==> src/source/feature_pkg.sv <==
package feature_pkg;

    // ==========================================================================
    // Fixed point format, signed Q15.16
    // ==========================================================================
    localparam int FP_W    = 32;
    localparam int FP_FRAC = 16;                            // Fraction bits

    localparam logic signed [FP_W-1:0] FP_ONE  = 32'sh0001_0000;
    localparam logic signed [FP_W-1:0] FP_ZERO = 32'sh0000_0000;

    // Full product, rescaled by an arithmetic shift, truncating
    function automatic logic signed [FP_W-1:0] fp_mul(
        input logic signed [FP_W-1:0] a,
        input logic signed [FP_W-1:0] b
    );
        logic signed [2*FP_W-1:0] prod;
        prod = a * b;
        return prod[FP_FRAC +: FP_W];
    endfunction

    function automatic logic signed [FP_W-1:0] fp_abs(input logic signed [FP_W-1:0] a);
        return a[FP_W-1] ? -a : a;
    endfunction

    // EMA weights and speed estimate weight
    localparam logic signed [FP_W-1:0] ALPHA_FAST = 32'sh0000_2666;   // 0.15
    localparam logic signed [FP_W-1:0] ONE_FAST   = 32'sh0000_D99A;   // 0.85
    localparam logic signed [FP_W-1:0] ALPHA_SLOW = 32'sh0000_0CCD;   // 0.05
    localparam logic signed [FP_W-1:0] ONE_SLOW   = 32'sh0000_F333;   // 0.95
    localparam logic signed [FP_W-1:0] BETA_MIN   = 32'sh0000_6666;   // 0.4 on min component

    // ==========================================================================
    // Micro-Doppler class codes and decision thresholds
    // ==========================================================================
    localparam int MD_W = 3;
    localparam logic [MD_W-1:0] MD_NONE        = 3'd0;    // Static, ground
    localparam logic [MD_W-1:0] MD_FLAPPING    = 3'd1;    // Birds
    localparam logic [MD_W-1:0] MD_MULTI_ROTOR = 3'd2;    // Drones
    localparam logic [MD_W-1:0] MD_ROTOR_BLADE = 3'd3;    // Helicopter
    localparam logic [MD_W-1:0] MD_JET_TURBINE = 3'd4;
    localparam logic [MD_W-1:0] MD_PROPELLER   = 3'd5;
    localparam logic [MD_W-1:0] MD_PLASMA      = 3'd6;    // Hypersonic sheath
    localparam logic [MD_W-1:0] MD_UNKNOWN     = 3'd7;

    localparam logic signed [FP_W-1:0] MD_FLAP_LO     = 32'sh0002_0000;  // 2 Hz
    localparam logic signed [FP_W-1:0] MD_FLAP_HI     = 32'sh000F_0000;  // 15 Hz
    localparam logic signed [FP_W-1:0] MD_ROTOR_LO    = 32'sh000A_0000;  // 10 Hz
    localparam logic signed [FP_W-1:0] MD_ROTOR_HI    = 32'sh0032_0000;  // 50 Hz
    localparam logic signed [FP_W-1:0] MD_MROTOR_LO   = 32'sh0032_0000;  // 50 Hz
    localparam logic signed [FP_W-1:0] MD_MROTOR_HI   = 32'sh012C_0000;  // 300 Hz
    localparam logic signed [FP_W-1:0] MD_PROP_LO     = 32'sh001E_0000;  // 30 Hz
    localparam logic signed [FP_W-1:0] MD_PROP_HI     = 32'sh0064_0000;  // 100 Hz
    localparam logic signed [FP_W-1:0] MD_SPREAD_JET  = 32'sh00C8_0000;  // 200 Hz
    localparam logic signed [FP_W-1:0] MD_SPREAD_PLSM = 32'sh03E8_0000;  // 1000 Hz
    localparam logic signed [FP_W-1:0] MD_SPREAD_STAT = 32'sh0005_0000;  // 5 Hz
    localparam logic signed [FP_W-1:0] MD_SPD_STAT    = 32'sh0005_0000;  // 5 m/s
    localparam logic signed [FP_W-1:0] PERIODIC_THR   = 32'sh0000_4000;  // 0.25

    // ==========================================================================
    // ECM thresholds and score weights
    // ==========================================================================
    localparam logic signed [FP_W-1:0] SNR_DROP_THR = 32'sh000A_0000;    // 10 dB
    localparam logic signed [FP_W-1:0] RCS_DEV_FACT = 32'sh0005_0000;    // 5x baseline
    localparam logic signed [FP_W-1:0] SPREAD_THR   = 32'sh0064_0000;    // 100 Hz
    localparam logic signed [FP_W-1:0] NIS_SPIKE    = 32'sh0032_0000;    // 50
    localparam logic signed [FP_W-1:0] W_SNR_DROP   = 32'sh0003_0000;    // 3.0
    localparam logic signed [FP_W-1:0] W_RCS_DEV    = 32'sh0002_0000;    // 2.0
    localparam logic signed [FP_W-1:0] W_SPREAD     = 32'sh0002_8000;    // 2.5
    localparam logic signed [FP_W-1:0] W_NIS        = 32'sh0001_8000;    // 1.5
    localparam logic signed [FP_W-1:0] SNR_DEFAULT  = 32'sh0019_0000;    // 25 dB

endpackage
==> src/source/feature_reporter.sv <==
module feature_reporter
    import feature_pkg::*;
#(
    parameter int REPORT_INTERVAL = 10
) (
    input  logic                   clk,
    input  logic                   rst_n,
    input  logic                   imm_valid,
    input  logic signed [FP_W-1:0] spd_avg,
    input  logic signed [FP_W-1:0] spd_peak,
    input  logic signed [FP_W-1:0] nis_avg,
    input  logic signed [FP_W-1:0] nis_peak,
    input  logic [MD_W-1:0]        md_type,
    input  logic signed [FP_W-1:0] md_conf,
    input  logic signed [FP_W-1:0] ecm_score,
    input  logic                   ecm_noise_flag,
    input  logic                   ecm_deception_flag,
    output logic                   report_valid,
    output logic signed [FP_W-1:0] rpt_spd_avg,
    output logic signed [FP_W-1:0] rpt_spd_peak,
    output logic signed [FP_W-1:0] rpt_nis_avg,
    output logic signed [FP_W-1:0] rpt_nis_peak,
    output logic [MD_W-1:0]        rpt_md_type,
    output logic signed [FP_W-1:0] rpt_md_conf,
    output logic signed [FP_W-1:0] rpt_ecm_score,
    output logic                   rpt_ecm_detected
);

    localparam int CNT_W = $clog2(REPORT_INTERVAL + 1);

    logic [CNT_W-1:0] sample_cnt;
    logic             last_sample;      // Strobe closing the interval

    assign last_sample = imm_valid && (sample_cnt == CNT_W'(REPORT_INTERVAL - 1));

    always_ff @(posedge clk or negedge rst_n) begin
        if (!rst_n) begin
            sample_cnt   <= '0;
            report_valid <= 1'b0;
        end else begin
            report_valid <= last_sample;                // One cycle pulse
            if (last_sample)
                sample_cnt <= '0;
            else if (imm_valid)
                sample_cnt <= sample_cnt + 1'b1;
        end
    end

    // Report snapshot, values from before this sample's update
    always_ff @(posedge clk) begin
        if (last_sample) begin
            rpt_spd_avg      <= spd_avg;
            rpt_spd_peak     <= spd_peak;
            rpt_nis_avg      <= nis_avg;
            rpt_nis_peak     <= nis_peak;
            rpt_md_type      <= md_type;
            rpt_md_conf      <= md_conf;
            rpt_ecm_score    <= ecm_score;
            rpt_ecm_detected <= ecm_noise_flag | ecm_deception_flag;
        end
    end

    a_single_pulse: assert property (@(posedge clk) disable iff (!rst_n)
        report_valid |=> !report_valid);

endmodule

==> config.mk <==
export PLATFORM = sky130hd
export DESIGN_NAME = feature_reporter
export DESIGN_NICKNAME = d
export VERILOG_FILES = /design/src/source/feature_pkg.sv /design/src/source/feature_reporter.sv
export SDC_FILE = /design/constraint.sdc
export NUM_CORES = 1
export LEC_CHECK = 0
export BUFFER_PORTS_ARGS = -buffer_cell sky130_fd_sc_hd__buf_2
export CAP_MARGIN = 5
export CELL_PAD_IN_SITES_DETAIL_PLACEMENT = 1
export CELL_PAD_IN_SITES_GLOBAL_PLACEMENT = 1
export CORE_AREA = 3 3 152 154
export CTS_CLUSTER_DIAMETER = 200
export DETAILED_ROUTE_END_ITERATION = 6
export DIE_AREA = 0 0 155 157
export HOLD_SLACK_MARGIN = 0.1
export PLACE_DENSITY = 0.72
export SYNTH_ARGS = -nofsm -noshare
export SYNTH_HDL_FRONTEND = slang
export SYNTH_SLANG_ARGS = --single-unit
==> constraint.sdc <==
create_clock -name clk -period 3.8 [get_ports clk]
set_input_delay 0.38 -clock clk [delete_from_list [all_inputs] [get_ports clk]]
set_output_delay 0.38 -clock clk [all_outputs]
set_load 0.01 [all_outputs]
==> flow_summary.json, run 1 <==
{
  "root_buffer": "clkbuf_16",
  "synth.cell_area_um2": 6150,
  "synth-seq-cells": 201,
  "dp_hpwl_um": 13700,
  "ys_seq_area_share_pct": 97.7,
  "die_width_um": 155,
  "cts_buffers": 23,
  "cts_htree_levels": 1,
  "cts_buffer_depth": 3,
  "haltStage": "clock tree synthesis",
  "cts_setup_buffers": 0,
  "error": "[ERROR RSZ-0060] Max buffer count reached.",
  "cts_resized": 0,
  "yosysWarnings": 0,
  "initial_core_util_pct": 28.2,
  "avgSynthCellArea_um2": 28.0,
  "syn_nets": 422,
  "post_synth_num_cell_types": 17,
  "gp_congestion": 0.745,
  "numPortBuffers": 396,
  "io_pins": 397,
  "clock-sinks": 201,
  "syn_inst": 220,
  "rows": 54,
  "hold_buffers": 189,
  "place_area_um2": 8550,
  "status": "did not finish",
  "fp.dieH_um": 157
}
synth_stat cells:
cell type	instances	share of area, %
ha_1	2	0.41
and2_2	1	0.12
o21ai_0	2	0.16
or2_2	1	0.10
nand2_1	3	0.18
and3b_1	1	0.14
nand2b_1	1	0.10
nor2_1	1	0.061
o22ai_1	1	0.10
a21boi_0	1	0.12
mux2_4	1	0.24
edfxtp_1	196	96
inv_1	1	0.061
a211oi_1	1	0.12
dfrtp_1	5	2.0
a21o_2	1	0.14
and4b_2	1	0.18
metrics by stage:
stage,hold WS [ps],worst slack (ps),std cells
after detailed placement,220,1460,901
after global placement,216,1550,901
after floorplan,84.4,135,220
kinds of logic after synthesis:
logic type,Yosys count,synth area share (%)
adders and majority gates,2,0.407
AOI/OAI and AO/OA,6,0.651
buffers and inverters,1,0.0610
DFF,201,97.7
muxes,1,0.244
and+or+nand+nor,9,0.895
==> run 2, diff against run 1 <==
CELL_PAD_IN_SITES_DETAIL_PLACEMENT = default   (was 1)
CELL_PAD_IN_SITES_GLOBAL_PLACEMENT = default   (was 1)
CTS_CLUSTER_DIAMETER = default   (was 200)
HOLD_SLACK_MARGIN = default   (was 0.1)
PLACE_DENSITY = default   (was 0.72)
PLACE_DENSITY_LB_ADDON = 0.15   (was default)
clock period = 4.9 ns   (was 3.8 ns; I/O delays follow)
==> run 2 against run 1 <==
Synthesized cell count did not move; the run now ends clean; area after synthesis did not move.
==> flow_summary.json, run 2 <==
{
  "slew_headroom_pct": 52.3,
  "gp_congestion": 0.771,
  "cp_max_fo": 54,
  "cts_buffer_depth": 3,
  "finalHoldViolCount": 0,
  "setup_viol": 0,
  "grt_pass1_vias": 4092,
  "cts_buffers": 23,
  "root_buffer": "clkbuf_16",
  "cts_htree_levels": 1,
  "synth_top_area_share_pct": 95.7,
  "min_period_ps": 2560,
  "power_leakage_nw": 3.84,
  "ys_top_cells_by_count": "edfxtp_1, dfrtp_1, nand2_1",
  "synth-seq-cells": 201,
  "layout_common_cells": "buf_2, edfxtp_1, clkbuf_16",
  "cts_resized": 0,
  "cp_data_required_time_ps": 5020,
  "cts_setup_buffers": 0,
  "numPortBuffers": 396,
  "register_area_um2": 6010,
  "rows": 54,
  "drt_pre_antenna_iters": 4,
  "path_clk_slew_ps": 60,
  "r2r_start": "sample_cnt[1]",
  "crit_path_start_kind": "register",
  "fp.dieH_um": 157,
  "status": "complete, no violations",
  "dp_hpwl_um": 12700,
  "slowest_stage": "and2_4",
  "fillCellCount": 2030,
  "syn_to_final_growth_pct": 50.6,
  "dr.first_iter.drc_count": 194,
  "die_width_um": 155,
  "post_synth_num_cell_types": 17,
  "finalPower_w": 0.00411,
  "synth_edf_count": 196,
  "critPathMaxStageDelay_ps": 630,
  "tns_ps": 0,
  "vias_per_cell": 4.05,
  "timing.critical_path.from": "sample_cnt[1]",
  "synth_most_common_cell": "edfxtp_1",
  "fin_nets": 846,
  "drive_above_1_share_pct": 66.2,
  "max_freq_ghz": 0.390,
  "synthArstFlopShare_pct": 2.49,
  "syn_inst": 220,
  "syn_nets": 422,
  "antenna_found_initial": 5,
  "wl_met3_um": 1890,
  "min_path_type": "in2reg",
  "fin_util_pct": 42.4,
  "grt_pass1_wl_um": 23100,
  "initial_core_util_pct": 28.2,
  "ir_drop_mv": 0.301,
  "io_pins": 397,
  "p_per_area_nw_per_um2": 444,
  "final_common_cell": "buf_2",
  "clock-sinks": 201,
  "routed_wl_um": 16500,
  "finClkSkew_ps": 8.17,
  "post_drt_wl_per_cell_um": 17.5,
  "die_area_um2": 24300,
  "drv_slew": 0,
  "cts_tree": "built",
  "wl_met2_um": 8690,
  "critPathKind": "reg2reg",
  "wl_met1_um": 5290,
  "maxCapViolations": 0,
  "avgSynthCellArea_um2": 28.0,
  "rsz0062_at_grt": "false",
  "ys_seq_area_share_pct": 97.7,
  "drc": 0,
  "synth_ff_type": "edfxtp_1",
  "top_layer_used": "met5",
  "yosysTopAreaCell": "edfxtp_1",
  "yosysWarnings": 0,
  "multiInputGateArea_um2": 136,
  "synth.cell_area_um2": 6150,
  "cp-end-kind": "register",
  "clk_latency_ps": 490,
  "netlist_top_cells_area": "edfxtp_1, dfrtp_1, ha_1, mux2_4, and4b_2",
  "worstMarginPinSlew_ps": 715,
  "grt-ovfl-total": 0,
  "cp_data_arrival_time_ps": 2680,
  "grt_max_degree": 97,
  "drtAntennaViolNets": 0,
  "vias": 3814,
  "holdCritStartpoint": "spd_avg[5]",
  "timing.final.crit_share_pct": 52.3,
  "crit_chain": "inv_1, ha_1, and3b_1, and2_4, buf_4",
  "core_area_um2": 21800,
  "grt_usage_pct": 12.4,
  "hold_buffers": 1
}
-- run 2: final cells by class --
cell class | count | share of cell area [%]
antenna | 2 | 0.0540
clock buffer | 26 | 6.34
clock inverter | 15 | 1.59
inverter | 1 | 0.0405
multi-input combinational | 18 | 1.47
sequential | 201 | 64.9
tap | 280 | 3.78
timing repair buffer | 399 | 21.8
-- run 2: worst paths after layout --
kind / slack [ps] / cells past startpoint / end
min in group asynchronous: 350 / 2 / report_valid
max in group asynchronous: 4420 / 2 / sample_cnt[2]
max reg2reg: 2340 / 5 / rpt_ecm_score[25]
min reg2reg: 570 / 1 / sample_cnt[2]
max: 2340 / 5 / rpt_ecm_score[25]
min: 170 / 1 / rpt_spd_avg[5]
-- run 2: logic make-up after synthesis --
family	after synthesis	share of synthesized area [%]
adders and majority gates	2	0.407
and+or+nand+nor	9	0.895
AOI/OAI and AO/OA	6	0.651
muxes	1	0.244
DFF	201	97.7
buffers and inverters	1	0.0610
-- run 2: worst max-delay path: cells and delay by family, from the launching register on --
kind                       cells  cell delay (ps)
and+or+nand+nor                2              850
buffers and inverters          2              710
DFF                            1              400
adders and majority gates      1              190
-- run 2: power breakdown --
part	total, W	internal (W)	switching, W	leakage, nW
Sequential	0.00209	0.00205	0.0000431	1.83
Clock	0.00165	0.00101	0.000634	0.363
Combinational	0.000369	0.000156	0.000214	1.65
-- run 2: stage by stage --
stage	worst slack, ps	hold slack, ps	std cells	cell area [um^2]
final	2340	169	942	9260
after global routing	2130	141	942	9260
after CTS	2310	138	940	9260
after detailed placement	2320	312	898	8510
after global placement	2400	311	898	8510
after floorplan	1230	194	220	6150
-- run 2: metal layers --
metal	global-route usage [%]	vias to the layer above
met5	0	-
met3	5.55	41
met2	22.2	238
met4	5.17	6
met1	12.5	1783
li1	-	1746
Power figures use the tool's default switching activity.
