File: src/source/feature_pkg.sv
package feature_pkg;

    // ==========================================================================
    // Fixed point format, signed Q15.16
    // ==========================================================================
    localparam int FP_W    = 32;
    localparam int FP_FRAC = 16;                            // Fraction bits

    localparam logic signed [FP_W-1:0] FP_ONE  = 32'sh0001_0000;
    localparam logic signed [FP_W-1:0] FP_ZERO = 32'sh0000_0000;

    // Full product, rescaled by an arithmetic shift, truncating
    function automatic logic signed [FP_W-1:0] fp_mul(
        input logic signed [FP_W-1:0] a,
        input logic signed [FP_W-1:0] b
    );
        logic signed [2*FP_W-1:0] prod;
        prod = a * b;
        return prod[FP_FRAC +: FP_W];
    endfunction

    function automatic logic signed [FP_W-1:0] fp_abs(input logic signed [FP_W-1:0] a);
        return a[FP_W-1] ? -a : a;
    endfunction

    // EMA weights and speed estimate weight
    localparam logic signed [FP_W-1:0] ALPHA_FAST = 32'sh0000_2666;   // 0.15
    localparam logic signed [FP_W-1:0] ONE_FAST   = 32'sh0000_D99A;   // 0.85
    localparam logic signed [FP_W-1:0] ALPHA_SLOW = 32'sh0000_0CCD;   // 0.05
    localparam logic signed [FP_W-1:0] ONE_SLOW   = 32'sh0000_F333;   // 0.95
    localparam logic signed [FP_W-1:0] BETA_MIN   = 32'sh0000_6666;   // 0.4 on min component

    // ==========================================================================
    // Micro-Doppler class codes and decision thresholds
    // ==========================================================================
    localparam int MD_W = 3;
    localparam logic [MD_W-1:0] MD_NONE        = 3'd0;    // Static, ground
    localparam logic [MD_W-1:0] MD_FLAPPING    = 3'd1;    // Birds
    localparam logic [MD_W-1:0] MD_MULTI_ROTOR = 3'd2;    // Drones
    localparam logic [MD_W-1:0] MD_ROTOR_BLADE = 3'd3;    // Helicopter
    localparam logic [MD_W-1:0] MD_JET_TURBINE = 3'd4;
    localparam logic [MD_W-1:0] MD_PROPELLER   = 3'd5;
    localparam logic [MD_W-1:0] MD_PLASMA      = 3'd6;    // Hypersonic sheath
    localparam logic [MD_W-1:0] MD_UNKNOWN     = 3'd7;

    localparam logic signed [FP_W-1:0] MD_FLAP_LO     = 32'sh0002_0000;  // 2 Hz
    localparam logic signed [FP_W-1:0] MD_FLAP_HI     = 32'sh000F_0000;  // 15 Hz
    localparam logic signed [FP_W-1:0] MD_ROTOR_LO    = 32'sh000A_0000;  // 10 Hz
    localparam logic signed [FP_W-1:0] MD_ROTOR_HI    = 32'sh0032_0000;  // 50 Hz
    localparam logic signed [FP_W-1:0] MD_MROTOR_LO   = 32'sh0032_0000;  // 50 Hz
    localparam logic signed [FP_W-1:0] MD_MROTOR_HI   = 32'sh012C_0000;  // 300 Hz
    localparam logic signed [FP_W-1:0] MD_PROP_LO     = 32'sh001E_0000;  // 30 Hz
    localparam logic signed [FP_W-1:0] MD_PROP_HI     = 32'sh0064_0000;  // 100 Hz
    localparam logic signed [FP_W-1:0] MD_SPREAD_JET  = 32'sh00C8_0000;  // 200 Hz
    localparam logic signed [FP_W-1:0] MD_SPREAD_PLSM = 32'sh03E8_0000;  // 1000 Hz
    localparam logic signed [FP_W-1:0] MD_SPREAD_STAT = 32'sh0005_0000;  // 5 Hz
    localparam logic signed [FP_W-1:0] MD_SPD_STAT    = 32'sh0005_0000;  // 5 m/s
    localparam logic signed [FP_W-1:0] PERIODIC_THR   = 32'sh0000_4000;  // 0.25

    // ==========================================================================
    // ECM thresholds and score weights
    // ==========================================================================
    localparam logic signed [FP_W-1:0] SNR_DROP_THR = 32'sh000A_0000;    // 10 dB
    localparam logic signed [FP_W-1:0] RCS_DEV_FACT = 32'sh0005_0000;    // 5x baseline
    localparam logic signed [FP_W-1:0] SPREAD_THR   = 32'sh0064_0000;    // 100 Hz
    localparam logic signed [FP_W-1:0] NIS_SPIKE    = 32'sh0032_0000;    // 50
    localparam logic signed [FP_W-1:0] W_SNR_DROP   = 32'sh0003_0000;    // 3.0
    localparam logic signed [FP_W-1:0] W_RCS_DEV    = 32'sh0002_0000;    // 2.0
    localparam logic signed [FP_W-1:0] W_SPREAD     = 32'sh0002_8000;    // 2.5
    localparam logic signed [FP_W-1:0] W_NIS        = 32'sh0001_8000;    // 1.5
    localparam logic signed [FP_W-1:0] SNR_DEFAULT  = 32'sh0019_0000;    // 25 dB

endpackage
File: src/source/kinematic_stats.sv
module kinematic_stats
    import feature_pkg::*;
(
    input  logic                   clk,
    input  logic                   rst_n,
    input  logic                   imm_valid,
    input  logic signed [FP_W-1:0] vx,
    input  logic signed [FP_W-1:0] vy,
    input  logic signed [FP_W-1:0] nis_cv,
    output logic signed [FP_W-1:0] spd_cur,     // Speed of latest sample
    output logic signed [FP_W-1:0] spd_avg,
    output logic signed [FP_W-1:0] spd_peak,
    output logic signed [FP_W-1:0] nis_avg,
    output logic signed [FP_W-1:0] nis_peak
);

    logic signed [FP_W-1:0] avx, avy;
    logic signed [FP_W-1:0] spd_now;            // Speed of the strobed sample
    logic                   initialized;

    // Alpha-max-beta-min, max + 0.4*min
    assign avx     = fp_abs(vx);
    assign avy     = fp_abs(vy);
    assign spd_now = (avx > avy) ? avx + fp_mul(BETA_MIN, avy)
                                 : avy + fp_mul(BETA_MIN, avx);

    always_ff @(posedge clk or negedge rst_n) begin
        if (!rst_n) begin
            spd_cur     <= FP_ZERO;
            spd_avg     <= FP_ZERO;
            spd_peak    <= FP_ZERO;
            nis_avg     <= FP_ZERO;
            nis_peak    <= FP_ZERO;
            initialized <= 1'b0;
        end else if (imm_valid) begin
            spd_cur     <= spd_now;
            initialized <= 1'b1;
            if (!initialized) begin             // First sample seeds the averages
                spd_avg <= spd_now;
                nis_avg <= nis_cv;
            end else begin
                spd_avg <= fp_mul(ONE_FAST, spd_avg) + fp_mul(ALPHA_FAST, spd_now);
                nis_avg <= fp_mul(ONE_FAST, nis_avg) + fp_mul(ALPHA_FAST, nis_cv);
            end
            if (spd_now > spd_peak) spd_peak <= spd_now;    // Lifetime peaks
            if (nis_cv > nis_peak) nis_peak <= nis_cv;
        end
    end

    a_peak_monotonic: assert property (@(posedge clk) disable iff (!rst_n)
        spd_peak >= $past(spd_peak));

endmodule

File: config.mk
export PLATFORM = sky130hd
export DESIGN_NAME = kinematic_stats
export DESIGN_NICKNAME = d
export VERILOG_FILES = /design/src/source/feature_pkg.sv /design/src/source/kinematic_stats.sv
export SDC_FILE = /design/constraint.sdc
export NUM_CORES = 2
export LEC_CHECK = 0
export ABC_CLOCK_PERIOD_IN_PS = 7700
export BUFFER_PORTS_ARGS = -buffer_cell sky130_fd_sc_hd__buf_2
export CELL_PAD_IN_SITES_DETAIL_PLACEMENT = 0
export CELL_PAD_IN_SITES_GLOBAL_PLACEMENT = 1
export CORE_ASPECT_RATIO = 0.5
export CORE_UTILIZATION = 47
export CTS_BUF_LIST = sky130_fd_sc_hd__clkbuf_16
export CTS_CLUSTER_SIZE = 20
export DETAILED_ROUTE_END_ITERATION = 8
export PLACE_DENSITY = 0.86
export SLEW_MARGIN = 25
export SYNTH_ARGS = -nofsm -noshare
export SYNTH_HDL_FRONTEND = slang
export SYNTH_SLANG_ARGS = --single-unit
File: constraint.sdc
create_clock -name clk -period 7.7 [get_ports clk]
set_input_delay 1.155 -clock clk [delete_from_list [all_inputs] [get_ports clk]]
set_output_delay 1.155 -clock clk [all_outputs]
set_load 0.01 [all_outputs]
# Word level (Yosys, flattened, before mapping)
# Index checks and enable logic that the tools add are counted.
# word_totals
mem_bits_rw	0
in_bits	99
latchBits	0
n_memories	0
elab_cells	28
mem_bits_ro	0
register_bits	161
# classes
n_reduce_logical	2
n_mul	6
n_bitwise	0
n_mux	5
n_eq_ne	0
n_addsub	6
shifts	0
order_cmp	3
n_div	0
# ops
cell	n
32-bit 2-to-1 mux	5
32-bit > comparator	3
15-bit by 32-bit multiplier with 47-bit output (first input constant)	2
16-bit by 32-bit multiplier with 47-bit output (first input constant)	2
14-bit by 32-bit multiplier with 46-bit output (first input constant)	2
32-bit by 31-bit adder with 32-bit output	2
32-bit adder	2
32-bit negator	2
2-bit AND reduction	2

# Depth between registers and ports, before layout
# depth
depth_word	8
mapped_depth	78
mapped_depth_nobuf	78

# Worst setup path before layout
# Ideal clock, no wire load.
# synth_timing
kind	input -> register
start	input vy[2]
end	register spd_avg[31]
setup_time_ns	0.143
arrival_ns	16.468
path_buffers	0
path_slack_ns	-8.911
cell_stages	72
path_cell_list	nor4_4 > nand3_1 > o31ai_1 > xor2_1 > inv_1 > ha_1 > inv_1 > fa_1 > inv_1 > ha_1 > fa_1 > fa_1 > inv_1 > fa_1 > inv_1 > ha_1 > nand4_1 > nor4_1 > (+36 left out) > o21ai_0 > o21bai_1 > a221o_1 > a221oi_1 > a211oi_1 > nor3_1 > nor2b_1 > nor2_1 > xnor2_1 > ha_1 > or2_2 > a21oi_1 > a31oi_1 > xor2_1 > xnor2_1 > nand2_1 > xnor2_1 > mux2i_1
# synth_between
elab_chain_len	8
word_cells_on_any_way	10
cone_classes	add/sub: 4; mul: 2; order compare: 1; mux: 3
# synth_rtl
element	line_no	rtl
start, declared	kinematic_stats.sv:8	input logic signed [FP_W-1:0] vy,
32-bit negator	feature_pkg.sv:23	return a[FP_W-1] ? -a : a;
32-bit 2-to-1 mux (*)	feature_pkg.sv:23	
15-bit by 32-bit multiplier with 47-bit output	feature_pkg.sv:18	prod = a * b;
32-bit adder	kinematic_stats.sv:24	assign spd_now = (avx > avy) ? avx + fp_mul(BETA_MIN, avy)
32-bit 2-to-1 mux (*)	kinematic_stats.sv:24	
via spd_now[28]	kinematic_stats.sv:18	logic signed [FP_W-1:0] spd_now;
14-bit by 32-bit multiplier with 46-bit output (*)	feature_pkg.sv:18	
32-bit by 31-bit adder with 32-bit output (*)	kinematic_stats.sv:42	spd_avg <= fp_mul(ONE_FAST, spd_avg) + fp_mul(ALPHA_FAST, spd_now);
32-bit 2-to-1 mux (*)	kinematic_stats.sv:38	if (!initialized) begin
end signal, assigned	kinematic_stats.sv:39	spd_avg <= spd_now;
end signal, assigned	kinematic_stats.sv:42	
end, declared	kinematic_stats.sv:11	output logic signed [FP_W-1:0] spd_avg,
# The timed path passes the listed nets; every way through them passes the cells marked *.
# A chain may end at the register's enable or synchronous reset.

# Worst setup path in the final report
# layout_timing
start	input vx[4]
end	register spd_avg[22]
# layout_between
elab_chain_len	8
word_cells_on_any_way	10
cone_classes	add/sub: 4; mul: 2; order compare: 1; mux: 3
# layout_rtl
element	line_no	rtl
start, declared	kinematic_stats.sv:7	input logic signed [FP_W-1:0] vx,
32-bit negator	feature_pkg.sv:23	
32-bit 2-to-1 mux (*)	feature_pkg.sv:23	
15-bit by 32-bit multiplier with 47-bit output	feature_pkg.sv:18	
32-bit adder	kinematic_stats.sv:25	: avy + fp_mul(BETA_MIN, avx);
32-bit 2-to-1 mux (*)	kinematic_stats.sv:24	
via spd_now[13]	kinematic_stats.sv:18	
14-bit by 32-bit multiplier with 46-bit output (*)	feature_pkg.sv:18	
32-bit by 31-bit adder with 32-bit output (*)	kinematic_stats.sv:42	
32-bit 2-to-1 mux (*)	kinematic_stats.sv:38	
# Marked as above.

==> flow_metrics.py <==
metrics = {
    "timing": {
        "period_share_pct": 203.4,
        "setup_slack_ns": -7.958,
        "maxSlewViolCount": 0,
        "fin_crit_ns": 15.66,
        "setup_viol": 107,
        "worst_pin_slew_ns": 0.8888,
        "rsz0062_at_grt": "true",
        "max_slew_margin_pct": 40.68,
        "hold_viol": 0,
        "fmax_mhz": 63.86,
        "finalClockSkew_ns": 0.01915,
    },
    "yosys": {
        "syn_area_per_cell_um2": 9.351,
        "yosysSeqAreaShare_pct": 6.221,
        "synth.area.top_cells": "fa_1 33%, ha_1 25%, inv_1 11%",
        "yosys_warnings": 0,
        "synth_compound_area_share_pct": 10.12,
        "synth-edff-count": 0,
        "synth_top_area_share_pct": 32.83,
        "synth.distinct_cells": 100,
        "syn-cell-area_mm2": 0.06477,
        "synth_top_family_by_area": "adder cells",
        "synth_most_common_cell": "inv_1",
        "synth_area_leader_cell": "fa_1",
        "async_flop_share_pct": 100.0,
        "synth_cells": 6926,
        "synthFlopType": "dfrtp_1",
        "synth.area.mux_share_pct": 1.642,
        "ys_ff_latch": 161,
        "yosys.area_share.simple_pct": 7.229,
        "synthXorXnorAreaFrac_pct": 6.035,
        "syn_nets": 9359,
        "synth-adder-area-share_pct": 57.54,
        "synth_common_cells": "1852 x inv_1, 1272 x ha_1, 1062 x fa_1, 295 x a21oi_1, 290 x nor2_1",
    },
    "setup_path": {
        "cpPeakStageDelay_ns": 0.66,
        "critPathSlowestCell": "fa_1",
        "critPathTopFamily": "buffers and inverters",
        "cp.required_ns": 8.07,
        "cpMostUsedCell": "buf_4",
        "cp_max_fo": 5,
        "startpoint_type": "input pin",
        "critical_path_buf_inv_count": 47,
        "end_kind": "flop",
        "crit_type": "input pin to flop",
        "cp.arrival_ns": 16.03,
    },
    "clock_network": {
        "clk_latency_ns": 0.52,
        "clkTransAtPathRegs_ns": 0.09,
        "cts_buffers": 17,
        "cts_buffer_depth": 2,
        "ctsRootBufferMaster": "clkbuf_16",
        "tritoncts": "yes",
        "cts.sinks": 161,
        "htreeDepth": 4,
    },
    "detailed_routing": {
        "drc": 0,
        "vias_per_cell": 5.103,
        "ant_nets": 0,
        "drt_iter0_drc": 2722,
        "routedWlPerCell_um": 18.27,
        "drt_first_pass_iters": 5,
        "vias": 54342,
        "drt-total-wl_um": 194600,
    },
    "outcome": {
        "violations": "negative setup slack",
        "outcome": "complete, but fails checks",
    },
    "final_layout": {
        "regArea_mm2": 0.004036,
        "n_fill_cell": 10799,
        "fin_util_pct": 63.19,
        "multi_input_area_mm2": 0.05717,
        "drive_gt1_share_pct": 29.96,
        "nNetsFinal": 11272,
        "fin_area_mm2": 0.08562,
        "area_growth_pct": 32.20,
    },
    "placement": {
        "gp_congestion": 0.9496,
        "dpl_cell_area_mm2": 0.08099,
        "dp_hpwl_um": 167800,
        "portBuffers": 258,
    },
    "global_route": {
        "grt_pass1_vias": 58654,
        "grt_max_degree": 79,
        "grtUsageTotal_pct": 27.86,
        "grt_pass1_wl_um": 305700,
        "grt-ovfl-total": 0,
        "antenna_found_initial": 4,
    },
    "floorplanning": {
        "start_util_pct": 47.80,
        "dieArea_mm2": 0.1394,
        "coreArea_mm2": 0.1355,
        "fp.dieW_um": 527.0,
        "die_h_um": 264.5,
        "io_pins": 259,
        "rows": 95,
    },
    "min_path": {
        "hp-class": "flop to flop",
    },
    "job": {
        "drv_cap": 0,
    },
}
==> repair_timing <==
| action | 4_1_cts | 5_1_grt |
|---|---|---|
| hold buffers | 0 | 0 |
| pin swaps | 162 | 127 |
| gates resized for setup | 211 | 279 |
| endpoints found under the setup margin | 111 | 115 |
| buffers inserted | 98 | 76 |
==> cells by family after synthesis <==
family	Yosys count
buf+inv	1925
compound gates	1012
simple gates	949
flops	161
xor+xnor	438
fa+ha+maj	2343
mux	98
==> stage by stage <==
stage	setup slack (ns)	hold slack (ns)	std cells	TNS (ns)
final	-7.958	0.5077	10648	-385.64
after CTS	-7.778	0.5108	10569	-369.78
after global routing	-8.494	0.5281	10648	-433.18
after floorplan	-7.823	0.5512	6926	-363.23
after global placement	-8.734	0.4881	10440	-458.84
after detailed placement	-8.805	0.4912	10440	-467.67
==> area by class of cell <==
| class | instances | area share, % |
|---|---|---|
| antenna | 2 | 0.005845 |
| clock buffer | 17 | 0.4968 |
| clock inverter | 15 | 0.2587 |
| inverter | 1860 | 8.172 |
| multi-input combinational | 4840 | 66.78 |
| sequential | 161 | 4.714 |
| tap | 1794 | 2.622 |
| timing repair buffer | 1959 | 16.96 |
==> final timing paths <==
| path | start | end | slack [ns] | cells after the start |
|---|---|---|---|---|
| setup / recovery | vx[4] | spd_avg[22]$_DFFE_PN0P_ | -7.96 | 90 |
| hold / removal | spd_cur[8]$_DFFE_PN0P_ | spd_cur[8]$_DFFE_PN0P_ | 0.51 | 1 |
| setup reg to reg | nis_avg[6]$_DFFE_PN0P_ | nis_avg[31]$_DFFE_PN0P_ | -0.93 | 36 |
| hold reg to reg | spd_cur[8]$_DFFE_PN0P_ | spd_cur[8]$_DFFE_PN0P_ | 0.51 | 1 |
| max in group asynchronous | rst_n | spd_cur[27]$_DFFE_PN0P_ | 5.69 | 2 |
| min in group asynchronous | rst_n | nis_peak[7]$_DFFE_PN0P_ | 0.67 | 1 |
==> flip-flops by register name, indices dropped and copies added, names as in the netlist <==
signal,count
nis_peak,32
spd_cur,32
nis_avg,32
initialized,1
spd_avg,32
spd_peak,32
==> layout by cell type, fill, tap and decap left out, drive strengths merged, types with 161 or more instances in the layout <==
cell type  count
buf         1959
inv         1866
ha          1272
fa          1062
a21oi        297
nor2         290
xnor2        272
o21ai        217
nand2        195
a21o         175
xor2         163
dfrtp        161
==> per-layer routing <==
metal  vias to the layer above  global-route usage [%]  wire (µm)
met5                         -                       0          0
met4                         0                   9.899       8343
met3                       415                   2.609       8321
met2                      1295                   50.77      98200
met1                     26742                   34.27      79690
li1                      25890                       -          -
Power is not shown: default switching activity piles up to over one toggle a cycle in this logic, so the estimate is an artifact.
