===== src/source/feature_pkg.sv =====
package feature_pkg;

    // ==========================================================================
    // Fixed point format, signed Q15.16
    // ==========================================================================
    localparam int FP_W    = 32;
    localparam int FP_FRAC = 16;                            // Fraction bits

    localparam logic signed [FP_W-1:0] FP_ONE  = 32'sh0001_0000;
    localparam logic signed [FP_W-1:0] FP_ZERO = 32'sh0000_0000;

    // Full product, rescaled by an arithmetic shift, truncating
    function automatic logic signed [FP_W-1:0] fp_mul(
        input logic signed [FP_W-1:0] a,
        input logic signed [FP_W-1:0] b
    );
        logic signed [2*FP_W-1:0] prod;
        prod = a * b;
        return prod[FP_FRAC +: FP_W];
    endfunction

    function automatic logic signed [FP_W-1:0] fp_abs(input logic signed [FP_W-1:0] a);
        return a[FP_W-1] ? -a : a;
    endfunction

    // EMA weights and speed estimate weight
    localparam logic signed [FP_W-1:0] ALPHA_FAST = 32'sh0000_2666;   // 0.15
    localparam logic signed [FP_W-1:0] ONE_FAST   = 32'sh0000_D99A;   // 0.85
    localparam logic signed [FP_W-1:0] ALPHA_SLOW = 32'sh0000_0CCD;   // 0.05
    localparam logic signed [FP_W-1:0] ONE_SLOW   = 32'sh0000_F333;   // 0.95
    localparam logic signed [FP_W-1:0] BETA_MIN   = 32'sh0000_6666;   // 0.4 on min component

    // ==========================================================================
    // Micro-Doppler class codes and decision thresholds
    // ==========================================================================
    localparam int MD_W = 3;
    localparam logic [MD_W-1:0] MD_NONE        = 3'd0;    // Static, ground
    localparam logic [MD_W-1:0] MD_FLAPPING    = 3'd1;    // Birds
    localparam logic [MD_W-1:0] MD_MULTI_ROTOR = 3'd2;    // Drones
    localparam logic [MD_W-1:0] MD_ROTOR_BLADE = 3'd3;    // Helicopter
    localparam logic [MD_W-1:0] MD_JET_TURBINE = 3'd4;
    localparam logic [MD_W-1:0] MD_PROPELLER   = 3'd5;
    localparam logic [MD_W-1:0] MD_PLASMA      = 3'd6;    // Hypersonic sheath
    localparam logic [MD_W-1:0] MD_UNKNOWN     = 3'd7;

    localparam logic signed [FP_W-1:0] MD_FLAP_LO     = 32'sh0002_0000;  // 2 Hz
    localparam logic signed [FP_W-1:0] MD_FLAP_HI     = 32'sh000F_0000;  // 15 Hz
    localparam logic signed [FP_W-1:0] MD_ROTOR_LO    = 32'sh000A_0000;  // 10 Hz
    localparam logic signed [FP_W-1:0] MD_ROTOR_HI    = 32'sh0032_0000;  // 50 Hz
    localparam logic signed [FP_W-1:0] MD_MROTOR_LO   = 32'sh0032_0000;  // 50 Hz
    localparam logic signed [FP_W-1:0] MD_MROTOR_HI   = 32'sh012C_0000;  // 300 Hz
    localparam logic signed [FP_W-1:0] MD_PROP_LO     = 32'sh001E_0000;  // 30 Hz
    localparam logic signed [FP_W-1:0] MD_PROP_HI     = 32'sh0064_0000;  // 100 Hz
    localparam logic signed [FP_W-1:0] MD_SPREAD_JET  = 32'sh00C8_0000;  // 200 Hz
    localparam logic signed [FP_W-1:0] MD_SPREAD_PLSM = 32'sh03E8_0000;  // 1000 Hz
    localparam logic signed [FP_W-1:0] MD_SPREAD_STAT = 32'sh0005_0000;  // 5 Hz
    localparam logic signed [FP_W-1:0] MD_SPD_STAT    = 32'sh0005_0000;  // 5 m/s
    localparam logic signed [FP_W-1:0] PERIODIC_THR   = 32'sh0000_4000;  // 0.25

    // ==========================================================================
    // ECM thresholds and score weights
    // ==========================================================================
    localparam logic signed [FP_W-1:0] SNR_DROP_THR = 32'sh000A_0000;    // 10 dB
    localparam logic signed [FP_W-1:0] RCS_DEV_FACT = 32'sh0005_0000;    // 5x baseline
    localparam logic signed [FP_W-1:0] SPREAD_THR   = 32'sh0064_0000;    // 100 Hz
    localparam logic signed [FP_W-1:0] NIS_SPIKE    = 32'sh0032_0000;    // 50
    localparam logic signed [FP_W-1:0] W_SNR_DROP   = 32'sh0003_0000;    // 3.0
    localparam logic signed [FP_W-1:0] W_RCS_DEV    = 32'sh0002_0000;    // 2.0
    localparam logic signed [FP_W-1:0] W_SPREAD     = 32'sh0002_8000;    // 2.5
    localparam logic signed [FP_W-1:0] W_NIS        = 32'sh0001_8000;    // 1.5
    localparam logic signed [FP_W-1:0] SNR_DEFAULT  = 32'sh0019_0000;    // 25 dB

endpackage

===== src/source/rf_obs_if.sv =====
interface rf_obs_if
    import feature_pkg::*;
();
    logic                   rf_valid;               // One-cycle strobe
    logic signed [FP_W-1:0] rcs_amplitude;          // Linear RCS, m^2
    logic signed [FP_W-1:0] snr_db;
    logic signed [FP_W-1:0] doppler_spread_hz;
    logic signed [FP_W-1:0] micro_doppler_peak_hz;  // Strongest uD line
    logic signed [FP_W-1:0] micro_doppler_period;   // 0 means aperiodic

    modport src (
        output rf_valid, rcs_amplitude, snr_db, doppler_spread_hz,
               micro_doppler_peak_hz, micro_doppler_period
    );
    modport sink (
        input  rf_valid, rcs_amplitude, snr_db, doppler_spread_hz,
               micro_doppler_peak_hz, micro_doppler_period
    );
endinterface


===== src/source/micro_doppler_classifier.sv =====
module micro_doppler_classifier
    import feature_pkg::*;
(
    input  logic                   clk,
    input  logic                   rst_n,
    rf_obs_if.sink                 rf,
    input  logic signed [FP_W-1:0] spd_cur,
    output logic [MD_W-1:0]        md_type,
    output logic signed [FP_W-1:0] md_conf
);

    // Fixed confidence per class
    localparam logic signed [FP_W-1:0] CONF_0875 = 32'sh0000_E000;
    localparam logic signed [FP_W-1:0] CONF_0813 = 32'sh0000_D000;
    localparam logic signed [FP_W-1:0] CONF_0750 = 32'sh0000_C000;
    localparam logic signed [FP_W-1:0] CONF_0688 = 32'sh0000_B000;
    localparam logic signed [FP_W-1:0] CONF_0625 = 32'sh0000_A000;
    localparam logic signed [FP_W-1:0] CONF_0250 = 32'sh0000_4000;
    localparam logic signed [FP_W-1:0] CONF_0125 = 32'sh0000_2000;

    logic signed [FP_W-1:0] spread, peak, period;

    // Inclusive band test on the micro-Doppler peak
    function automatic logic in_band(
        input logic signed [FP_W-1:0] f,
        input logic signed [FP_W-1:0] lo,
        input logic signed [FP_W-1:0] hi
    );
        return (f >= lo) && (f <= hi);
    endfunction

    assign spread = rf.doppler_spread_hz;
    assign peak   = rf.micro_doppler_peak_hz;
    assign period = rf.micro_doppler_period;

    // Decision tree, first match wins
    always_ff @(posedge clk or negedge rst_n) begin
        if (!rst_n) begin
            md_type <= MD_UNKNOWN;
            md_conf <= FP_ZERO;
        end else if (rf.rf_valid) begin
            if (spread > MD_SPREAD_PLSM) begin                          // Broadband ionization
                md_type <= MD_PLASMA;        md_conf <= CONF_0875;
            end else if (spread > MD_SPREAD_JET && period < PERIODIC_THR) begin
                md_type <= MD_JET_TURBINE;   md_conf <= CONF_0750;
            end else if (period > PERIODIC_THR) begin                   // Periodic, by band
                if (in_band(peak, MD_MROTOR_LO, MD_MROTOR_HI)) begin
                    md_type <= MD_MULTI_ROTOR; md_conf <= CONF_0813;
                end else if (in_band(peak, MD_PROP_LO, MD_PROP_HI)) begin
                    md_type <= MD_PROPELLER;   md_conf <= CONF_0688;
                end else if (in_band(peak, MD_ROTOR_LO, MD_ROTOR_HI)) begin
                    md_type <= MD_ROTOR_BLADE; md_conf <= CONF_0750;
                end else if (in_band(peak, MD_FLAP_LO, MD_FLAP_HI)) begin
                    md_type <= MD_FLAPPING;    md_conf <= CONF_0625;
                end else begin
                    md_type <= MD_UNKNOWN;     md_conf <= CONF_0250;
                end
            end else if (spread < MD_SPREAD_STAT && spd_cur < MD_SPD_STAT) begin
                md_type <= MD_NONE;          md_conf <= CONF_0875;      // Stationary target
            end else begin
                md_type <= MD_UNKNOWN;       md_conf <= CONF_0125;
            end
        end
    end

    a_conf_range: assert property (@(posedge clk) disable iff (!rst_n)
        $past(rf.rf_valid) |-> (md_conf <= FP_ONE) && (md_conf > FP_ZERO));

endmodule


===== src/flat_wrapper.sv =====
// flat-port wrapper written by rule: the top's interface ports become plain ports
module micro_doppler_classifier_flat import feature_pkg::*;
  (clk, rst_n, spd_cur, md_type, md_conf, rf_rf_valid, rf_rcs_amplitude, rf_snr_db, rf_doppler_spread_hz, rf_micro_doppler_peak_hz, rf_micro_doppler_period);
  rf_obs_if rf_i ();
  input  logic clk;
  input  logic rst_n;
  input  logic signed [FP_W-1:0] spd_cur;
  output logic [MD_W-1:0] md_type;
  output logic signed [FP_W-1:0] md_conf;
  input wire logic [$bits(rf_i.rf_valid)-1:0] rf_rf_valid;
  input wire logic [$bits(rf_i.rcs_amplitude)-1:0] rf_rcs_amplitude;
  input wire logic [$bits(rf_i.snr_db)-1:0] rf_snr_db;
  input wire logic [$bits(rf_i.doppler_spread_hz)-1:0] rf_doppler_spread_hz;
  input wire logic [$bits(rf_i.micro_doppler_peak_hz)-1:0] rf_micro_doppler_peak_hz;
  input wire logic [$bits(rf_i.micro_doppler_period)-1:0] rf_micro_doppler_period;
  assign rf_i.rf_valid = rf_rf_valid;
  assign rf_i.rcs_amplitude = rf_rcs_amplitude;
  assign rf_i.snr_db = rf_snr_db;
  assign rf_i.doppler_spread_hz = rf_doppler_spread_hz;
  assign rf_i.micro_doppler_peak_hz = rf_micro_doppler_peak_hz;
  assign rf_i.micro_doppler_period = rf_micro_doppler_period;
  micro_doppler_classifier u_core (.clk(clk), .rst_n(rst_n), .rf(rf_i), .spd_cur(spd_cur), .md_type(md_type), .md_conf(md_conf));
endmodule

===== config.mk =====
export PLATFORM = sky130hd
export DESIGN_NAME = micro_doppler_classifier_flat
export DESIGN_NICKNAME = d
export VERILOG_FILES = /design/src/source/feature_pkg.sv /design/src/source/rf_obs_if.sv /design/src/source/micro_doppler_classifier.sv /design/src/flat_wrapper.sv
export SDC_FILE = /design/constraint.sdc
export NUM_CORES = 1
export LEC_CHECK = 0
export ABC_AREA = 1
export BUFFER_PORTS_ARGS = -buffer_cell sky130_fd_sc_hd__buf_4
export CAP_MARGIN = 5
export CORE_AREA = 2 2 89 91
export DETAILED_ROUTE_END_ITERATION = 8
export DIE_AREA = 0 0 91 93
export GPL_TIMING_DRIVEN = 0
export PLACE_DENSITY_LB_ADDON = 0.05
export SLEW_MARGIN = 10
export SYNTH_ARGS = -nofsm -noshare
export SYNTH_HDL_FRONTEND = slang
export SYNTH_SLANG_ARGS = --single-unit

===== constraint.sdc =====
create_clock -name clk -period 1.03 [get_ports clk]
set_input_delay 0.103 -clock clk [delete_from_list [all_inputs] [get_ports clk]]
set_output_delay 0.103 -clock clk [all_outputs]
set_load 0.01 [all_outputs]

# --- Word-level counts from Yosys, hierarchy flattened ---
# Index checks and enable logic that the tools add are counted.
word_totals:
  ff_bits: 35
  latch_bits: 0
  ramBits: 0
  romBits: 0
  out_inout_bits: 35
  elab_cells: 38
  mem_count: 0
op_classes:
  addsub: 0
  n_mul: 0
  div: 0
  order_cmp: 14
  eq_ne: 0
  shift: 0
  mux: 16
  n_bitwise: 0
  n_reduce_logical: 6
op_table:
  columns: ["operator", "count"]
  rows:
  - ["32-bit 2-to-1 mux", 6]
  - ["32-bit by 20-bit < comparator with 1-bit output (second input constant)", 2]
  - ["32-bit by 19-bit greater-or-equal comparator with 1-bit output (second input constant)", 1]
  - ["32-bit by 21-bit greater-or-equal comparator with 1-bit output (second input constant)", 1]
  - ["32-bit by 22-bit greater-or-equal comparator with 1-bit output (second input constant)", 1]
  - ["32-bit by 23-bit greater-or-equal comparator with 1-bit output (second input constant)", 1]
  - ["32-bit by 16-bit > comparator with 1-bit output (second input constant)", 1]
  - ["32-bit by 25-bit > comparator with 1-bit output (second input constant)", 1]
  - ["32-bit by 27-bit > comparator with 1-bit output (second input constant)", 1]
  - ["32-bit by 21-bit <= comparator with 1-bit output (second input constant)", 1]
  - ["32-bit by 23-bit <= comparator with 1-bit output (second input constant)", 1]
  - ["32-bit by 24-bit <= comparator with 1-bit output (second input constant)", 1]
  - ["32-bit by 26-bit <= comparator with 1-bit output (second input constant)", 1]
  - ["32-bit by 16-bit < comparator with 1-bit output (second input constant)", 1]
  - ["16-bit 2-to-1 mux", 2]
  - ["3-bit 2-to-1 mux", 8]
  - ["1-bit logical AND", 6]

# --- Depth between registers and ports, before layout ---
logic_depth:
  word_depth: 9
  ltp_mapped: 14

# --- Worst setup path before layout ---
# Ideal clock, no wire load.
synth_path:
  path_type: "input to register"
  start: "in rf_doppler_spread_hz[27]"
  end: "reg u_core.md_conf[14]"
  setup_ns: 0.113
  t_arrival_ns: 1.112
  t_required_ns: 0.917
  path_slack_ns: -0.195
  stages: 9
  cell_sequence: "or2_1 > nor3_2 > nand3b_1 > nand3_2 > nand2_1 > nor2_2 > nand3_1 > nand2_1 > inv_1"
synth_via:
  elab_chain_len: 6
synth_rtl:
  columns: ["item", "line", "text"]
  rows:
  - ["start, declared", "flat_wrapper.sv:13", "input wire logic [$bits(rf_i.doppler_spread_hz)-1:0] rf_doppler_spread_hz;"]
  - ["32-bit by 20-bit < comparator with 1-bit output", "micro_doppler_classifier.sv:58", "end else if (spread < MD_SPREAD_STAT && spd_cur < MD_SPD_STAT) begin"]
  - ["1-bit logical AND", "micro_doppler_classifier.sv:58", null]
  - ["16-bit 2-to-1 mux", "micro_doppler_classifier.sv:58", null]
  - ["32-bit 2-to-1 mux", "micro_doppler_classifier.sv:46", "end else if (period > PERIODIC_THR) begin"]
  - ["32-bit 2-to-1 mux", "micro_doppler_classifier.sv:44", "end else if (spread > MD_SPREAD_JET && period < PERIODIC_THR) begin"]
  - ["32-bit 2-to-1 mux *", "micro_doppler_classifier.sv:42", "if (spread > MD_SPREAD_PLSM) begin"]
  - ["end signal, assigned", "micro_doppler_classifier.sv:43", "md_type <= MD_PLASMA; md_conf <= CONF_0875;"]
  - ["end signal, assigned", "micro_doppler_classifier.sv:45", "md_type <= MD_JET_TURBINE; md_conf <= CONF_0750;"]
  - ["end signal, assigned", "micro_doppler_classifier.sv:59", "md_type <= MD_NONE; md_conf <= CONF_0875;"]
  - ["end, declared", "micro_doppler_classifier.sv:9", "output logic signed [FP_W-1:0] md_conf"]
# Every way passes the cells marked *; elsewhere a longest branch is shown, timed or not.
# A chain may end at the register's enable or synchronous reset.

# --- Worst setup path after layout ---
layout_path:
  start: "in rf_micro_doppler_peak_hz[27]"
  end: "reg u_core.md_conf[14]"
layout_via:
  elab_chain_len: 9
layout_rtl:
  columns: ["item", "line", "text"]
  rows:
  - ["start, declared", "flat_wrapper.sv:14", "input wire logic [$bits(rf_i.micro_doppler_peak_hz)-1:0] rf_micro_doppler_peak_hz;"]
  - ["32-bit by 19-bit greater-or-equal comparator with 1-bit output / 32-bit by 21-bit <= comparator with 1-bit output (equally long branches)", "micro_doppler_classifier.sv:29", "return (f >= lo) && (f <= hi);"]
  - ["1-bit logical AND", "micro_doppler_classifier.sv:29", null]
  - ["16-bit 2-to-1 mux", "micro_doppler_classifier.sv:53", "end else if (in_band(peak, MD_FLAP_LO, MD_FLAP_HI)) begin"]
  - ["32-bit 2-to-1 mux", "micro_doppler_classifier.sv:51", "end else if (in_band(peak, MD_ROTOR_LO, MD_ROTOR_HI)) begin"]
  - ["32-bit 2-to-1 mux", "micro_doppler_classifier.sv:49", "end else if (in_band(peak, MD_PROP_LO, MD_PROP_HI)) begin"]
  - ["32-bit 2-to-1 mux *", "micro_doppler_classifier.sv:47", "if (in_band(peak, MD_MROTOR_LO, MD_MROTOR_HI)) begin"]
  - ["32-bit 2-to-1 mux *", "micro_doppler_classifier.sv:46", null]
  - ["32-bit 2-to-1 mux *", "micro_doppler_classifier.sv:44", null]
  - ["32-bit 2-to-1 mux *", "micro_doppler_classifier.sv:42", null]
  - ["end signal, assigned", "micro_doppler_classifier.sv:43", null]
  - ["end signal, assigned", "micro_doppler_classifier.sv:45", null]
  - ["end signal, assigned", "micro_doppler_classifier.sv:48", "md_type <= MD_MULTI_ROTOR; md_conf <= CONF_0813;"]
# Marks and branches as above.

==> results.yml <==
final_layout:
  multi_input_area_um2: 1270
  antenna_cells: 0
  seqCellArea_um2: 179
  layout-drive-gt1-share: 0.433
  fin_cells: 569
  fill_cells: 884
  fin_area_um2: 2950
  layout.nets: 663
  syn_to_final_growth_pct: 89.6
  layout_commonest_cell: "buf_4"
  layout_common_cells: "148 x buf_4, 87 x nor2_1, 72 x nand2_1"
sta:
  min_period_over_period: 1.14
  fin_crit_ns: 1.18
  timing.final.ws_setup_ns: -0.146
  hold_viol_final: 0
  tns_ns: -0.669
  fmax_ghz: 0.850
  rsz0062_at_grt: "yes"
  slew_viol_final: 0
  finalClockSkew_ns: 0
  setup_viol: 7
placed_design:
  place_congestion: 0.792
  dp_slack_ns: -0.472
  port_buffers: 121
  post_dp_cell_area_um2: 2710
  dp_cells: 558
  hpwl_mm: 4.86
power:
  ir_worst_vdd_mv: 0.460
  powerDensity_nw_per_um2: 541
  power_mw: 1.59
  p_leak_nw: 1.58
min_path:
  hold_path.class: "in -> reg"
  worstHoldPathCells: 3
global_route:
  use_met2: 0.245
  first_global_vias: 2074
  busiest_layer: "met2"
  use_met1: 0.129
  grt_max_degree: 8
  grt.total_usage: 0.120
  grtUsageMet3: 0.0234
  grt_pass1_wl_mm: 8.56
  overflow: 0
  grt_antenna_before_repair: 0
floorplan:
  ios: 230
  design.core.area_um2: 7530
  initial_utilization: 0.206
  die_x_um: 91
  floorplan.rows: 32
  die_h_um: 93
  dieArea_um2: 8460
worst_setup_path:
  start_kind: "primary input"
  endpoint: "u_core.md_conf[14]"
  worstSetupPathType: "in -> reg"
  cp_slowest_stage_delay_ns: 0.19
  cp.arrival_ns: 1.29
  cp-startpoint: "rf_micro_doppler_peak_hz[27]"
  ff2ff_setup_slack_ns: 0.18
  critPathSlowestCell: "nor2_4"
  reg2regPathDepth: 3
  critPathMaxFanout: 6
  cp_data_required_time_ns: 1.14
  r2r-end: "u_core.md_conf[15]"
  path_depth: 13
  rr_startpoint: "u_core.md_conf[15]"
  crit_family: "simple AND/OR/NAND/NOR gates"
  cp_cell_sequence: "buf_6 -> nor2_4 -> nand2_2 -> nor2_4 -> nand2_2 -> nor2_4 -> nor2_1 -> nor2_1 -> nand2_1 -> nand2_2 -> nand3_2 -> nand2_1 -> inv_1"
  critPathCaptureType: "flip-flop"
  crit_buf_inv: 2
yosys:
  ys_types: 24
  seq_area_frac_synth: 0.115
  synthesis.area_um2: 1550
  synth-seq-cells: 7
  synth_area_per_cell_um2: 5.05
  syn_inst: 308
  yosys_warnings: 0
route:
  route.vias.total: 2229
  drc: 0
  wl_per_cell_um: 9.52
  drtIter0Drc: 59
  dr.pass1.iters: 4
  postRouteAntennaNets: 0
  viasPerCell: 3.92
  drt-total-wl_mm: 5.42
clock_network:
  insertion_delay_ns: 0.22
  clockBufferDepth: 2
  cts_tree: "yes"
  numCtsBuffers: 3
  clk_pin_slew_ns: 0.04
  cts-htree-levels: 1
  cts_root_buf: "clkbuf_8"
  clock_sinks: 7
flow_run:
  cap_violations: 0
status:
  violations: "negative setup slack"
  outcome: "finished, violations left"
## synthesized netlist by cell type, drive strengths merged
library cell,count,share of area
a31oi,1,0.0040
conb,1,0.0024
dfrtp,4,0.064
nand4,8,0.032
a21oi,7,0.023
o21a,1,0.0048
nor3,6,0.023
dfstp,3,0.051
nand2,79,0.20
and2,1,0.0040
or2,3,0.012
buf,28,0.14
nand3,19,0.068
nand3b,1,0.0048
nor2,104,0.27
o21ai,6,0.019
o21bai,2,0.0097
inv,34,0.082
## metrics by stage
stage                     utilization  hold WS, ns
after global placement          0.361      -0.0790
after floorplan                     -       -0.193
after detailed placement        0.361      -0.0797
final                           0.391        0.164
after global routing            0.391        0.163
after CTS                       0.383        0.166
## cell families after synthesis
family	count (synthesis)	synth area share
and+or+nand+nor	221	0.605
buffers and inverters	62	0.217
AOI/OAI and AO/OA	17	0.0604
DFF	7	0.115
other	1	0.00241
## tightest hold or removal path, cell delays in order
cell,delay [ns]
buf_4,0.12
o21bai_1,0.07
nand2_1,0.06
## worst min-delay path by stage
stage / from / endpoint / slack (ns)
2_1_floorplan: rst_n / u_core.md_conf[12] / -0.19
3_3_place_gp: rst_n / u_core.md_conf[13] / -0.08
3_5_place_dp: rst_n / u_core.md_conf[13] / -0.08
4_1_cts: rf_rf_valid / u_core.md_type[1] / 0.17
5_1_grt: rf_rf_valid / u_core.md_type[1] / 0.16
6_report: rf_rf_valid / u_core.md_type[1] / 0.16
## cell type report
type,instances,share of cell area
Buffer,28,0.0713
Clock buffer,4,0.0153
Inverter,34,0.0433
Multi-Input combinational cell,266,0.430
Sequential cell,7,0.0607
Tap cell,102,0.0433
Timing Repair Buffer,128,0.336
## registers in the layout, indices dropped and copies added (netlist names)
register,count
u_core.md_type,3
u_core.md_conf,4
## layer usage
layer	wire, um	part of all wire	vias to the layer above
met2	2960	0.55	68
li1	-	-	1215
met4	55	0.010	0
met5	0	0	-
met1	2090	0.39	940
met3	318	0.059	6
## where the power goes
part | leakage (nW) | internal [mW] | switching [mW]
sequential | 0.0753 | 0.310 | 0.0126
clock | 0.0228 | 0.267 | 0.107
combinational | 1.48 | 0.515 | 0.382
total | 1.58 | 1.09 | 0.501
## timing repair
action                     4_1_cts  5_1_grt
pin swaps                       17       21
hold endpoints to repair         7        0
hold buffers                     1        0
buffers inserted                 4        2
setup endpoints to repair        7        7
gates resized for setup         23       17
Note: power is estimated with default switching activity, not from simulation.
